==> src/fe_defines.svh <==
`ifndef FE_DEFINES_SVH
`define FE_DEFINES_SVH

`define FE_RESET_PC 32'h0000_0000
`define FE_IQ_DEPTH 4

// rv32i major opcodes
`define FE_OPC_LUI   7'b0110111
`define FE_OPC_AUIPC 7'b0010111
`define FE_OPC_JAL   7'b1101111
`define FE_OPC_JALR  7'b1100111
`define FE_OPC_BR    7'b1100011
`define FE_OPC_LOAD  7'b0000011
`define FE_OPC_STORE 7'b0100011
`define FE_OPC_IMM   7'b0010011
`define FE_OPC_REG   7'b0110011
`define FE_OPC_CSR   7'b1110011

// load and store widths
`define FE_F3_B  3'b000
`define FE_F3_H  3'b001
`define FE_F3_W  3'b010
`define FE_F3_BU 3'b100
`define FE_F3_HU 3'b101

// issue op codes seen by the reservation stations
`define FE_OP_ARITH  4'd0
`define FE_OP_LUI    4'd1
`define FE_OP_AUIPC  4'd2
`define FE_OP_JAL    4'd3
`define FE_OP_JALR   4'd4
`define FE_OP_BRANCH 4'd5
`define FE_OP_LB     4'd6
`define FE_OP_LH     4'd7
`define FE_OP_LW     4'd8
`define FE_OP_LBU    4'd9
`define FE_OP_LHU    4'd10
`define FE_OP_SB     4'd11
`define FE_OP_SH     4'd12
`define FE_OP_SW     4'd13

`endif
==> src/fe_pkg.sv <==
package fe_pkg;

    // instruction, pc or data word
    typedef logic [31:0] word_t;

    // architectural register index
    typedef logic [4:0] reg_idx_t;

    // issue op, values in fe_defines.svh
    typedef logic [3:0] issue_op_t;

    // free queue slots, 0 up to the queue depth
    typedef logic [2:0] credit_t;

    // fetch and issue sequencing
    typedef enum logic [2:0] {
        RESET     = 3'd0,
        FETCH     = 3'd1,
        ISSUE     = 3'd2,
        WAIT_JALR = 3'd3,
        FLUSH     = 3'd4
    } fe_state_e;

endpackage

==> src/fetch_front.sv <==
module fetch_front (
    input  logic              clk,
    input  logic              rst,
    output logic              mem_read,
    output fe_pkg::word_t     mem_addr,
    input  logic              mem_resp,
    input  fe_pkg::word_t     mem_rdata,
    output logic              iq_push,
    output fe_pkg::issue_op_t iq_op,
    output fe_pkg::reg_idx_t  iq_src1,
    output fe_pkg::reg_idx_t  iq_src2,
    output logic              iq_src2_valid,
    output fe_pkg::word_t     iq_src2_data,
    output fe_pkg::reg_idx_t  iq_rd,
    output fe_pkg::word_t     iq_pc,
    output fe_pkg::word_t     iq_pc_data,
    output logic              iq_pred_taken,
    output fe_pkg::word_t     iq_instr,
    input  logic              credit_return,
    input  logic              br_pred_take,
    input  logic              jalr_done,
    input  fe_pkg::word_t     jalr_target,
    input  logic              flush,
    input  fe_pkg::word_t     flush_pc
);

    fe_pkg::word_t pc;
    fe_pkg::word_t instr;
    fe_pkg::word_t next_pc;

    assign mem_addr      = pc;
    assign iq_pc         = pc;
    assign iq_instr      = instr;
    // only meaningful on BRANCH packets
    assign iq_pred_taken = br_pred_take;

    issue_ctrl u_issue_ctrl (
        .clk          (clk),
        .rst          (rst),
        .mem_resp     (mem_resp),
        .mem_rdata    (mem_rdata),
        .credit_return(credit_return),
        .flush        (flush),
        .flush_pc     (flush_pc),
        .jalr_done    (jalr_done),
        .jalr_target  (jalr_target),
        .next_pc      (next_pc),
        .mem_read     (mem_read),
        .pc           (pc),
        .instr        (instr),
        .iq_push      (iq_push),
        .is_jalr      ()
    );

    // funct3 reaches the back end inside iq_instr
    instr_decoder u_instr_decoder (
        .instr     (instr),
        .op        (iq_op),
        .rs1       (iq_src1),
        .rs2       (iq_src2),
        .rd        (iq_rd),
        .src2_valid(iq_src2_valid),
        .src2_data (iq_src2_data),
        .funct3    ()
    );

    target_calc u_target_calc (
        .instr    (instr),
        .pc       (pc),
        .pred_take(br_pred_take),
        .next_pc  (next_pc),
        .pc_data  (iq_pc_data)
    );

endmodule

==> src/issue_ctrl.sv <==
`include "fe_defines.svh"

module issue_ctrl (
    input  logic          clk,
    input  logic          rst,
    input  logic          mem_resp,
    input  fe_pkg::word_t mem_rdata,
    input  logic          credit_return,
    input  logic          flush,
    input  fe_pkg::word_t flush_pc,
    input  logic          jalr_done,
    input  fe_pkg::word_t jalr_target,
    input  fe_pkg::word_t next_pc,
    output logic          mem_read,
    output fe_pkg::word_t pc,
    output fe_pkg::word_t instr,
    output logic          iq_push,
    output logic          is_jalr
);

    fe_pkg::fe_state_e state;
    fe_pkg::fe_state_e next_state;
    fe_pkg::credit_t   credits;
    logic              have_credit;

    assign is_jalr     = (instr[6:0] == `FE_OPC_JALR);
    assign have_credit = (credits != '0);

    // a flush abandons the fetch and blocks the push in the same cycle
    assign mem_read = (state == fe_pkg::FETCH) && !flush;
    assign iq_push  = (state == fe_pkg::ISSUE) && have_credit && !flush;

    always_comb begin
        next_state = state;
        case (state)
            fe_pkg::RESET: begin
                next_state = fe_pkg::FETCH;
            end
            fe_pkg::FETCH: begin
                if (mem_resp) begin
                    next_state = fe_pkg::ISSUE;
                end
            end
            fe_pkg::ISSUE: begin
                // stays here while the queue is full
                if (iq_push) begin
                    next_state = is_jalr ? fe_pkg::WAIT_JALR : fe_pkg::FETCH;
                end
            end
            fe_pkg::WAIT_JALR: begin
                if (jalr_done) begin
                    next_state = fe_pkg::FETCH;
                end
            end
            fe_pkg::FLUSH: begin
                next_state = fe_pkg::FETCH;
            end
            default: begin
                next_state = fe_pkg::RESET;
            end
        endcase
        if (flush) begin
            next_state = fe_pkg::FLUSH;
        end
    end

    always_ff @(posedge clk) begin
        if (rst) begin
            state <= fe_pkg::RESET;
        end else begin
            state <= next_state;
        end
    end

    // held instruction
    always_ff @(posedge clk) begin
        if (mem_read && mem_resp) begin
            instr <= mem_rdata;
        end
    end

    always_ff @(posedge clk) begin
        if (rst) begin
            pc <= `FE_RESET_PC;
        end else if (flush) begin
            pc <= flush_pc;
        end else if (iq_push) begin
            pc <= next_pc;
        end else if (state == fe_pkg::WAIT_JALR && jalr_done) begin
            pc <= jalr_target;
        end
    end

    // one credit per free queue slot
    always_ff @(posedge clk) begin
        if (rst) begin
            credits <= fe_pkg::credit_t'(`FE_IQ_DEPTH);
        end else begin
            case ({iq_push, credit_return})
                2'b10:   credits <= credits - 1'b1;
                2'b01:   credits <= credits + 1'b1;
                default: credits <= credits;
            endcase
        end
    end

endmodule

==> src/target_calc.sv <==
`include "fe_defines.svh"

module target_calc (
    input  fe_pkg::word_t instr,
    input  fe_pkg::word_t pc,
    input  logic          pred_take,
    output fe_pkg::word_t next_pc,
    output fe_pkg::word_t pc_data
);

    logic [6:0]    opcode;
    fe_pkg::word_t b_imm;
    fe_pkg::word_t j_imm;
    fe_pkg::word_t u_imm;
    fe_pkg::word_t pc_plus4;
    fe_pkg::word_t br_target;

    assign opcode = instr[6:0];

    assign b_imm = {{20{instr[31]}}, instr[7], instr[30:25], instr[11:8], 1'b0};
    assign j_imm = {{12{instr[31]}}, instr[19:12], instr[20], instr[30:21], 1'b0};
    assign u_imm = {instr[31:12], 12'h000};

    assign pc_plus4  = pc + 32'd4;
    assign br_target = pc + b_imm;

    // predicted fetch address
    always_comb begin
        case (opcode)
            `FE_OPC_JAL: next_pc = pc + j_imm;
            `FE_OPC_BR:  next_pc = pred_take ? br_target : pc_plus4;
            default:     next_pc = pc_plus4;
        endcase
    end

    // for branches this is the path we did not follow, used on mispredict
    always_comb begin
        case (opcode)
            `FE_OPC_LUI:   pc_data = u_imm;
            `FE_OPC_AUIPC: pc_data = pc + u_imm;
            `FE_OPC_BR:    pc_data = pred_take ? pc_plus4 : br_target;
            default:       pc_data = pc_plus4;
        endcase
    end

endmodule

==> src/instr_decoder.sv <==
`include "fe_defines.svh"

module instr_decoder (
    input  fe_pkg::word_t     instr,
    output fe_pkg::issue_op_t op,
    output fe_pkg::reg_idx_t  rs1,
    output fe_pkg::reg_idx_t  rs2,
    output fe_pkg::reg_idx_t  rd,
    output logic              src2_valid,
    output fe_pkg::word_t     src2_data,
    output logic [2:0]        funct3
);

    logic [6:0]    opcode;
    fe_pkg::word_t i_imm;
    fe_pkg::word_t s_imm;

    assign opcode = instr[6:0];
    assign funct3 = instr[14:12];
    assign rd     = instr[11:7];

    // sign-extended immediates used as the second operand
    assign i_imm = {{20{instr[31]}}, instr[31:20]};
    assign s_imm = {{20{instr[31]}}, instr[31:25], instr[11:7]};

    always_comb begin
        op         = `FE_OP_ARITH;
        rs1        = instr[19:15];
        rs2        = instr[24:20];
        src2_valid = 1'b0;
        src2_data  = '0;

        case (opcode)
            `FE_OPC_LUI: begin
                op         = `FE_OP_LUI;
                rs1        = '0;
                rs2        = '0;
                src2_valid = 1'b1;
            end
            `FE_OPC_AUIPC: begin
                op         = `FE_OP_AUIPC;
                rs1        = '0;
                rs2        = '0;
                src2_valid = 1'b1;
            end
            `FE_OPC_JAL: begin
                op         = `FE_OP_JAL;
                rs1        = '0;
                rs2        = '0;
                src2_valid = 1'b1;
            end
            `FE_OPC_JALR: begin
                op         = `FE_OP_JALR;
                rs2        = '0;
                src2_valid = 1'b1;
                src2_data  = i_imm;
            end
            `FE_OPC_BR: begin
                // both sources are registers, compare happens downstream
                op = `FE_OP_BRANCH;
            end
            `FE_OPC_LOAD: begin
                case (funct3)
                    `FE_F3_B:  op = `FE_OP_LB;
                    `FE_F3_H:  op = `FE_OP_LH;
                    `FE_F3_BU: op = `FE_OP_LBU;
                    `FE_F3_HU: op = `FE_OP_LHU;
                    default:   op = `FE_OP_LW;
                endcase
                rs2        = '0;
                src2_valid = 1'b1;
                src2_data  = i_imm;
            end
            `FE_OPC_STORE: begin
                case (funct3)
                    `FE_F3_B: op = `FE_OP_SB;
                    `FE_F3_H: op = `FE_OP_SH;
                    default:  op = `FE_OP_SW;
                endcase
                // rs2 keeps the store data register, offset goes in src2_data
                src2_valid = 1'b1;
                src2_data  = s_imm;
            end
            `FE_OPC_IMM, `FE_OPC_CSR: begin
                rs2        = '0;
                src2_valid = 1'b1;
                src2_data  = i_imm;
            end
            default: begin
                // register-register arithmetic
                op = `FE_OP_ARITH;
            end
        endcase
    end

endmodule

==> config.mk <==
export PLATFORM = sky130hd
export DESIGN_NAME = fetch_front
export DESIGN_NICKNAME = d
export VERILOG_FILES = /design/src/fe_pkg.sv /design/src/fetch_front.sv /design/src/issue_ctrl.sv /design/src/target_calc.sv /design/src/instr_decoder.sv
export VERILOG_INCLUDE_DIRS = /design/src /design/src/src
export SDC_FILE = /design/constraint.sdc
export NUM_CORES = 1
export LEC_CHECK = 0
export ABC_CLOCK_PERIOD_IN_PS = 6900
export BUFFER_PORTS_ARGS = -buffer_cell sky130_fd_sc_hd__buf_2
export CORE_UTILIZATION = 56
export CTS_CLUSTER_DIAMETER = 50
export DETAILED_ROUTE_END_ITERATION = 16
export GPL_TIMING_DRIVEN = 0
export PLACE_DENSITY_LB_ADDON = 0.25
export SLEW_MARGIN = 20
export SYNTH_ARGS = -nofsm -noshare
export SYNTH_HDL_FRONTEND = slang
export SYNTH_SLANG_ARGS = --single-unit
==> constraint.sdc <==
create_clock -name clk -period 6.9 [get_ports clk]
set_input_delay 1.725 -clock clk [delete_from_list [all_inputs] [get_ports clk]]
set_output_delay 1.725 -clock clk [all_outputs]
set_load 0.005 [all_outputs]
* After elaboration in Yosys (flattened, before gate mapping) *
Index checks and enable logic that the tools add are counted.
Widths: inputs -> output; s select.

storage, ports and cells
  register bits after elaboration = 70
  input port bits = 103
  logic and storage cells = 75
  output and inout bits = 183

cells by class
  multiplexer cells = 21
  equal/unequal tests = 24
  $add $sub $neg = 6
  reductions and logical operators = 19

operators with widths
  operator               count
  $mux 32                5
  $pmux 32 s2            2
  $add 32x32->32         3
  $pmux 32 s3            1
  $add 32x3->32 const B  1
  $eq 7x7->1 const B     4
  $pmux 4 s7             1
  $pmux 4 s4             1
  $eq 7x5->1 const B     2
  $eq 7x6->1 const B     2
  $mux 3                 4
  $pmux 3 s2             2
  $pmux 3 s4             1
  $mux 5                 2
  $eq 3x3->1 const B     3
  $reduce_or 8->1        1
  $eq 7x2->1 const B     1
  $reduce_or 7->1        1
  $eq 3x1->1 const B     2
  $eq 3x2->1 const B     2
  $logic_not 3->1        2
  $ne 3x3->1 const B     2
  $reduce_and 3->1       2
  $reduce_bool 3->1      2
  other kinds (15)       21

* Logic depth before layout (Yosys ltp) *
  depth in word-level cells = 6
  mapped depth = 12
  mapped depth without buffers = 12

* By module *
A second synthesis with hierarchy kept.

second synthesis, totals
  cells, all modules = 1181
  area total of the unflattened synthesis = 9337.7 µm²

by module, submodules not included
  module         times used  cells an instance  seq. area each (µm²)  area an instance (µm²)
  target_calc    1           825                0.0                   5287.6
  issue_ctrl     1           221                1721.7                3083.0
  instr_decoder  1           102                0.0                   719.4
  fetch_front    1           33                 0.0                   247.7

* Least setup slack after synthesis *
No wires, ideal clock.

  path type = register to output
  start point = register u_issue_ctrl.instr[31]
  end point = output iq_pc_data[29]
  data required time = 5.175 ns
  arrival = 2.719 ns
  path buffers = 0
  slack = 2.456 ns
  stages on the path, launching flop included = 10
  cells stage by stage = edfxtp_1 ha_1 a21o_1 a21o_1 a21oi_1 o21ai_0 a221oi_1 o21ai_0 xnor2_1 o21ai_0

on the way
  word-level cells in the longest chain between the ends = 3

ends and longest elaborated chain
  item                      line               text
  start: declaration        issue_ctrl.sv:16   output fe_pkg::word_t instr,
  start signal: assignment  issue_ctrl.sv:78   instr <= mem_rdata;
  $add 32x32->32            target_calc.sv:25  assign br_target = pc + b_imm;
  $mux 32                   target_calc.sv:41  `FE_OPC_BR: pc_data = pred_take ? pc_plus4 : br_target;
  $pmux 32 s3               target_calc.sv:38  case (opcode)
  end: declaration          fetch_front.sv:16  output fe_pkg::word_t iq_pc_data,

No other way between the ends.

* Worst setup path after layout *
  start point = register u_issue_ctrl.instr[31]
  end point = output iq_pc_data[25]

Same word-level chain as after synthesis.

==> results by group <==
Route
  • Overall via count from detail_route: around 12,000
  • # DRC: 0
  • Routed WL per cell: 23.7 um
  • Met1 routed wirelength after detailed routing: 14,900 um
  • DR WL met2: 17,600 um
  • DRT antenna net count: 0
  • Number of DRC violations after detailed-routing iteration 0: between 1,500 and 2,000
  • Met3 routed WL: around 5700 um
  • Vias per Instance: ~6.7
  • Highest metal layer used by the detailed router: met4
  • TritonRoute pass-1 iters: 7
  • Routed Wire Length: slightly above 40,000 um

Clocking
  • Clock tree root buffer cell: clkbuf_16
  • Number of buffers on the longest clock path: 2
  • Worst skew pair latency: about 0.37 ns
  • Clock sink count: 70
  • Number of buffers created by CTS: 9
  • Count of hold buffers inserted by post-cts repair: 0
  • Post-CTS Repair Setup Buffers: 0
  • Number of gates given a new drive strength after cts: 0
  • Clock H-tree levels: 3
  • Clock transition at the register clock pins on the worst setup and hold paths after CTS: about 0.08 ns
  • Clock tree from TritonCTS: done

Synthesis
  • Yosys warns: 0
  • Most common cell in the synthesized netlist: nand2_1
  • Dominant synthesized flop cell: dfxtp_1
  • Number of instances in the synthesized netlist: 1,238
  • Count of unique library cells instantiated by Yosys: just over 90
  • Synth Register Bits: 70
  • Biggest area consumer among synthesized cells: edfxtp_1
  • Fraction of the yosys area taken by sequential cells: about a fifth
  • Top cells by area, synth: edfxtp_1 10%, dfxtp_1 8.2%, ha_1 7.6%, a21oi_1 5.6%, xnor2_1 5.3%
  • Mean post-synth cell area: roughly 7.5 um^2
  • Mapped cell area: 9240 um^2
  • Area share of the largest cell type after synthesis: a little over a tenth
  • EDFF count, synth: 32
  • Synthesized net count: ~1,400
  • List of most frequent post-synthesis cells: 129 x nand2_1, 124 x nor2_1, 103 x a21oi_1
  • Share of synthesized flip-flops with an asynchronous set or reset: 0%

Global route
  • Initial antenna violation count: 2
  • Overall routing resource usage: between 40% and 50%
  • Maximum number of pins on one net before global-route repair: 29
  • Vias in the first global route: between 10,000 and 15,000
  • Gr ovfl total: 0
  • First-pass GRT wire length: roughly 60,000 um

Power and ir drop
  • Static Leakage: 5.18 nW
  • Post-layout total power: approximately 0.0016 W
  • Combinational Power Share: roughly 34%
  • Proportion of total power due to net switching: 36.7%
  • Clk network pwr share: between 30 and 40%
  • Proportion of power drawn by flip-flops and latches: 31.8%
  • Max IR drop VDD: approximately 0.11 mV
  • Int Pwr: approximately 0.0010 W
  • Pwr Density: between 100 and 150 nW/um^2
  • Net switching component of the power: 0.000578 W

Timing
  • RSZ-0062 raised after global routing: no
  • Final number of max-transition violations: 0
  • Setup total negative slack: 0 ns
  • Tcrit/Tclk final: 86.3%
  • Highest clock rate: ~170 MHz
  • Final setup violating endpoints: 0
  • Relative slew margins: 23.7%
  • Post-route setup slack: roughly 0.94 ns
  • Maximum clock skew at final layout: between 0.02 and 0.025 ns
  • Clock period minus worst slack: approximately 6.0 ns
  • Least-Margin Pin Slew: 1.14 ns
  • Final-report hold violation count: 0

Critical path
  • Destination of the worst register-to-register timing path: u_issue_ctrl.pc[25]
  • End point of the critical path: iq_pc_data[25]
  • Data arrival time at the worst-slack endpoint: about 4.2 ns
  • Critical Path Source Type: register
  • Reg-to-reg slack, setup: between 2 and 3 ns
  • Required time reported for the critical path endpoint: 5.18 ns
  • Depth of the worst register-to-register path: 10
  • Critical register-to-register path startpoint: u_issue_ctrl.instr[31]
  • Top fanout value on the critical path: 26
  • Source of the critical timing path: u_issue_ctrl.instr[31]
  • Critical path endpoint category: output pin
  • Setup Crit Path Kind: register to output pin

Placed design
  • Count of placed standard cells including taps: 1,740
  • Routability congestion estimate: 1.07
  • Count of input and output buffers: approximately 290
  • Setup slack at placement: roughly 1.4 ns
  • Detailed placement HPWL: roughly 31,000 um

Worst hold path
  • Worst hold path stage count: 2
  • Type of the most critical hold path: register to register

Floorplan
  • Cell row count: 46
  • Die width: 130 um
  • Number of placed I/O pins: 286
  • Floorplan core area: approximately 16,000 um^2
  • Die Area: 17,000 um^2
  • Effective utilization at floorplan: between 50% and 60%
  • DIE HEIGHT: approximately 130 um

Cells and area
  • Util after Layout: between 70% and 80%
  • # diodes: 0
  • Count of filler cells inserted in the layout: roughly 1,400
  • Layout cell share with drive strength beyond 1: 26.7%
  • Non-filler cells, final: 1,756
  • Net count, final: approximately 1,700
  • Layout Area Growth over Synthesis: 22.2%

Run status
  • Status: complete, no violations

Run
  • Max Cap Viol: 0
critical path, stage by stage (launching register included):
cell and delay [ns]:
edfxtp_1 1.12, ha_1 0.48, a21oi_1 0.23, o21ai_0 0.20, nor3_1 0.26, a21oi_2 0.16, nor2_1 0.49, o21ai_0 0.19
xnor2_1 0.34, nand2_1 0.09, o211ai_1 0.15, buf_2 0.15
power groups by stage:
stage	clock network (W)	registers, W	logic, W
after global routing	0.000551	0.000502	0.000570
after detailed placement	0	0.000506	0.000508
final	0.000546	0.000501	0.000529
after CTS	0.000536	0.000497	0.000512
after floorplan	0	0.000492	0.000344
after global placement	0	0.000506	0.000499
sequential cells by signal (all words and copies together) (netlist names):
register	cells
u_issue_ctrl.credits	3
u_issue_ctrl.instr	32
u_issue_ctrl.pc	32
u_issue_ctrl.state	3
area by class of cell:
type	count	area [um^2]	share of cell area, %
Multi-Input combinational cell	1012	6680	59.2
Inverter	25	93.8	0.831
Buffer	131	751	6.65
Sequential cell	70	1720	15.3
Clock inverter	6	92.6	0.820
Timing Repair Buffer	286	1450	12.8
Clock buffer	10	229	2.03
Tap cell	216	270	2.39
placed cells by master, fill, tap and decap left out, drive strengths merged, types with 13 or more instances in the layout:
cell,Yosys,routed
and3,27,27
xnor2,56,56
nand3,44,44
o21ai,95,95
mux2i,16,16
ha,56,56
edfxtp,32,32
nor3,26,26
o221ai,29,29
nand2,129,129
inv,25,27
xor2,36,36
clkbuf,49,59
nand4,17,17
dfxtp,38,38
buf,82,368
and2,21,21
a21o,16,16
a21oi,106,106
or3,14,14
nor2,124,124
a211oi,13,13
metrics by stage:
step / hold slack, ns / instance area (um^2)
global placement: 0.518 / 10900
detailed placement: 0.548 / 11000
floorplan: 0.499 / 9240
finish: 0.581 / 11300
global route: 0.628 / 11300
CTS: 0.562 / 11300
how the worst min path moves through the flow:
stage	startpoint	to	slack, ns
after floorplan	u_issue_ctrl.credits[2]	u_issue_ctrl.credits[2]	0.50
after global placement	u_issue_ctrl.credits[2]	u_issue_ctrl.credits[2]	0.52
after detailed placement	u_issue_ctrl.credits[2]	u_issue_ctrl.credits[2]	0.55
after CTS	u_issue_ctrl.credits[2]	u_issue_ctrl.credits[2]	0.56
after global routing	u_issue_ctrl.credits[2]	u_issue_ctrl.credits[2]	0.63
final	u_issue_ctrl.credits[2]	u_issue_ctrl.credits[2]	0.58
logic make-up (layout without fill, tap and decap cells):
logic type / count (synthesis) / in the layout / share of synthesized area, %
multiplexers: 17 / 17 / 1.86
flip-flops: 70 / 70 / 18.6
XOR/XNOR: 92 / 92 / 8.72
AO/OA/AOI/OAI: 401 / 401 / 30.3
adder cells (fa/ha/maj): 60 / 60 / 8.45
buffers and inverters: 156 / 458 / 9.14
AND/OR/NAND/NOR: 442 / 442 / 22.8
layer usage:
layer  up-vias  track usage, %
met5         -               0
met4         0            35.6
met3       242            12.6
met2       928            71.3
met1      5361            58.7
li1       5153               -
No activity file was read; power rests on OpenSTA's default activity.
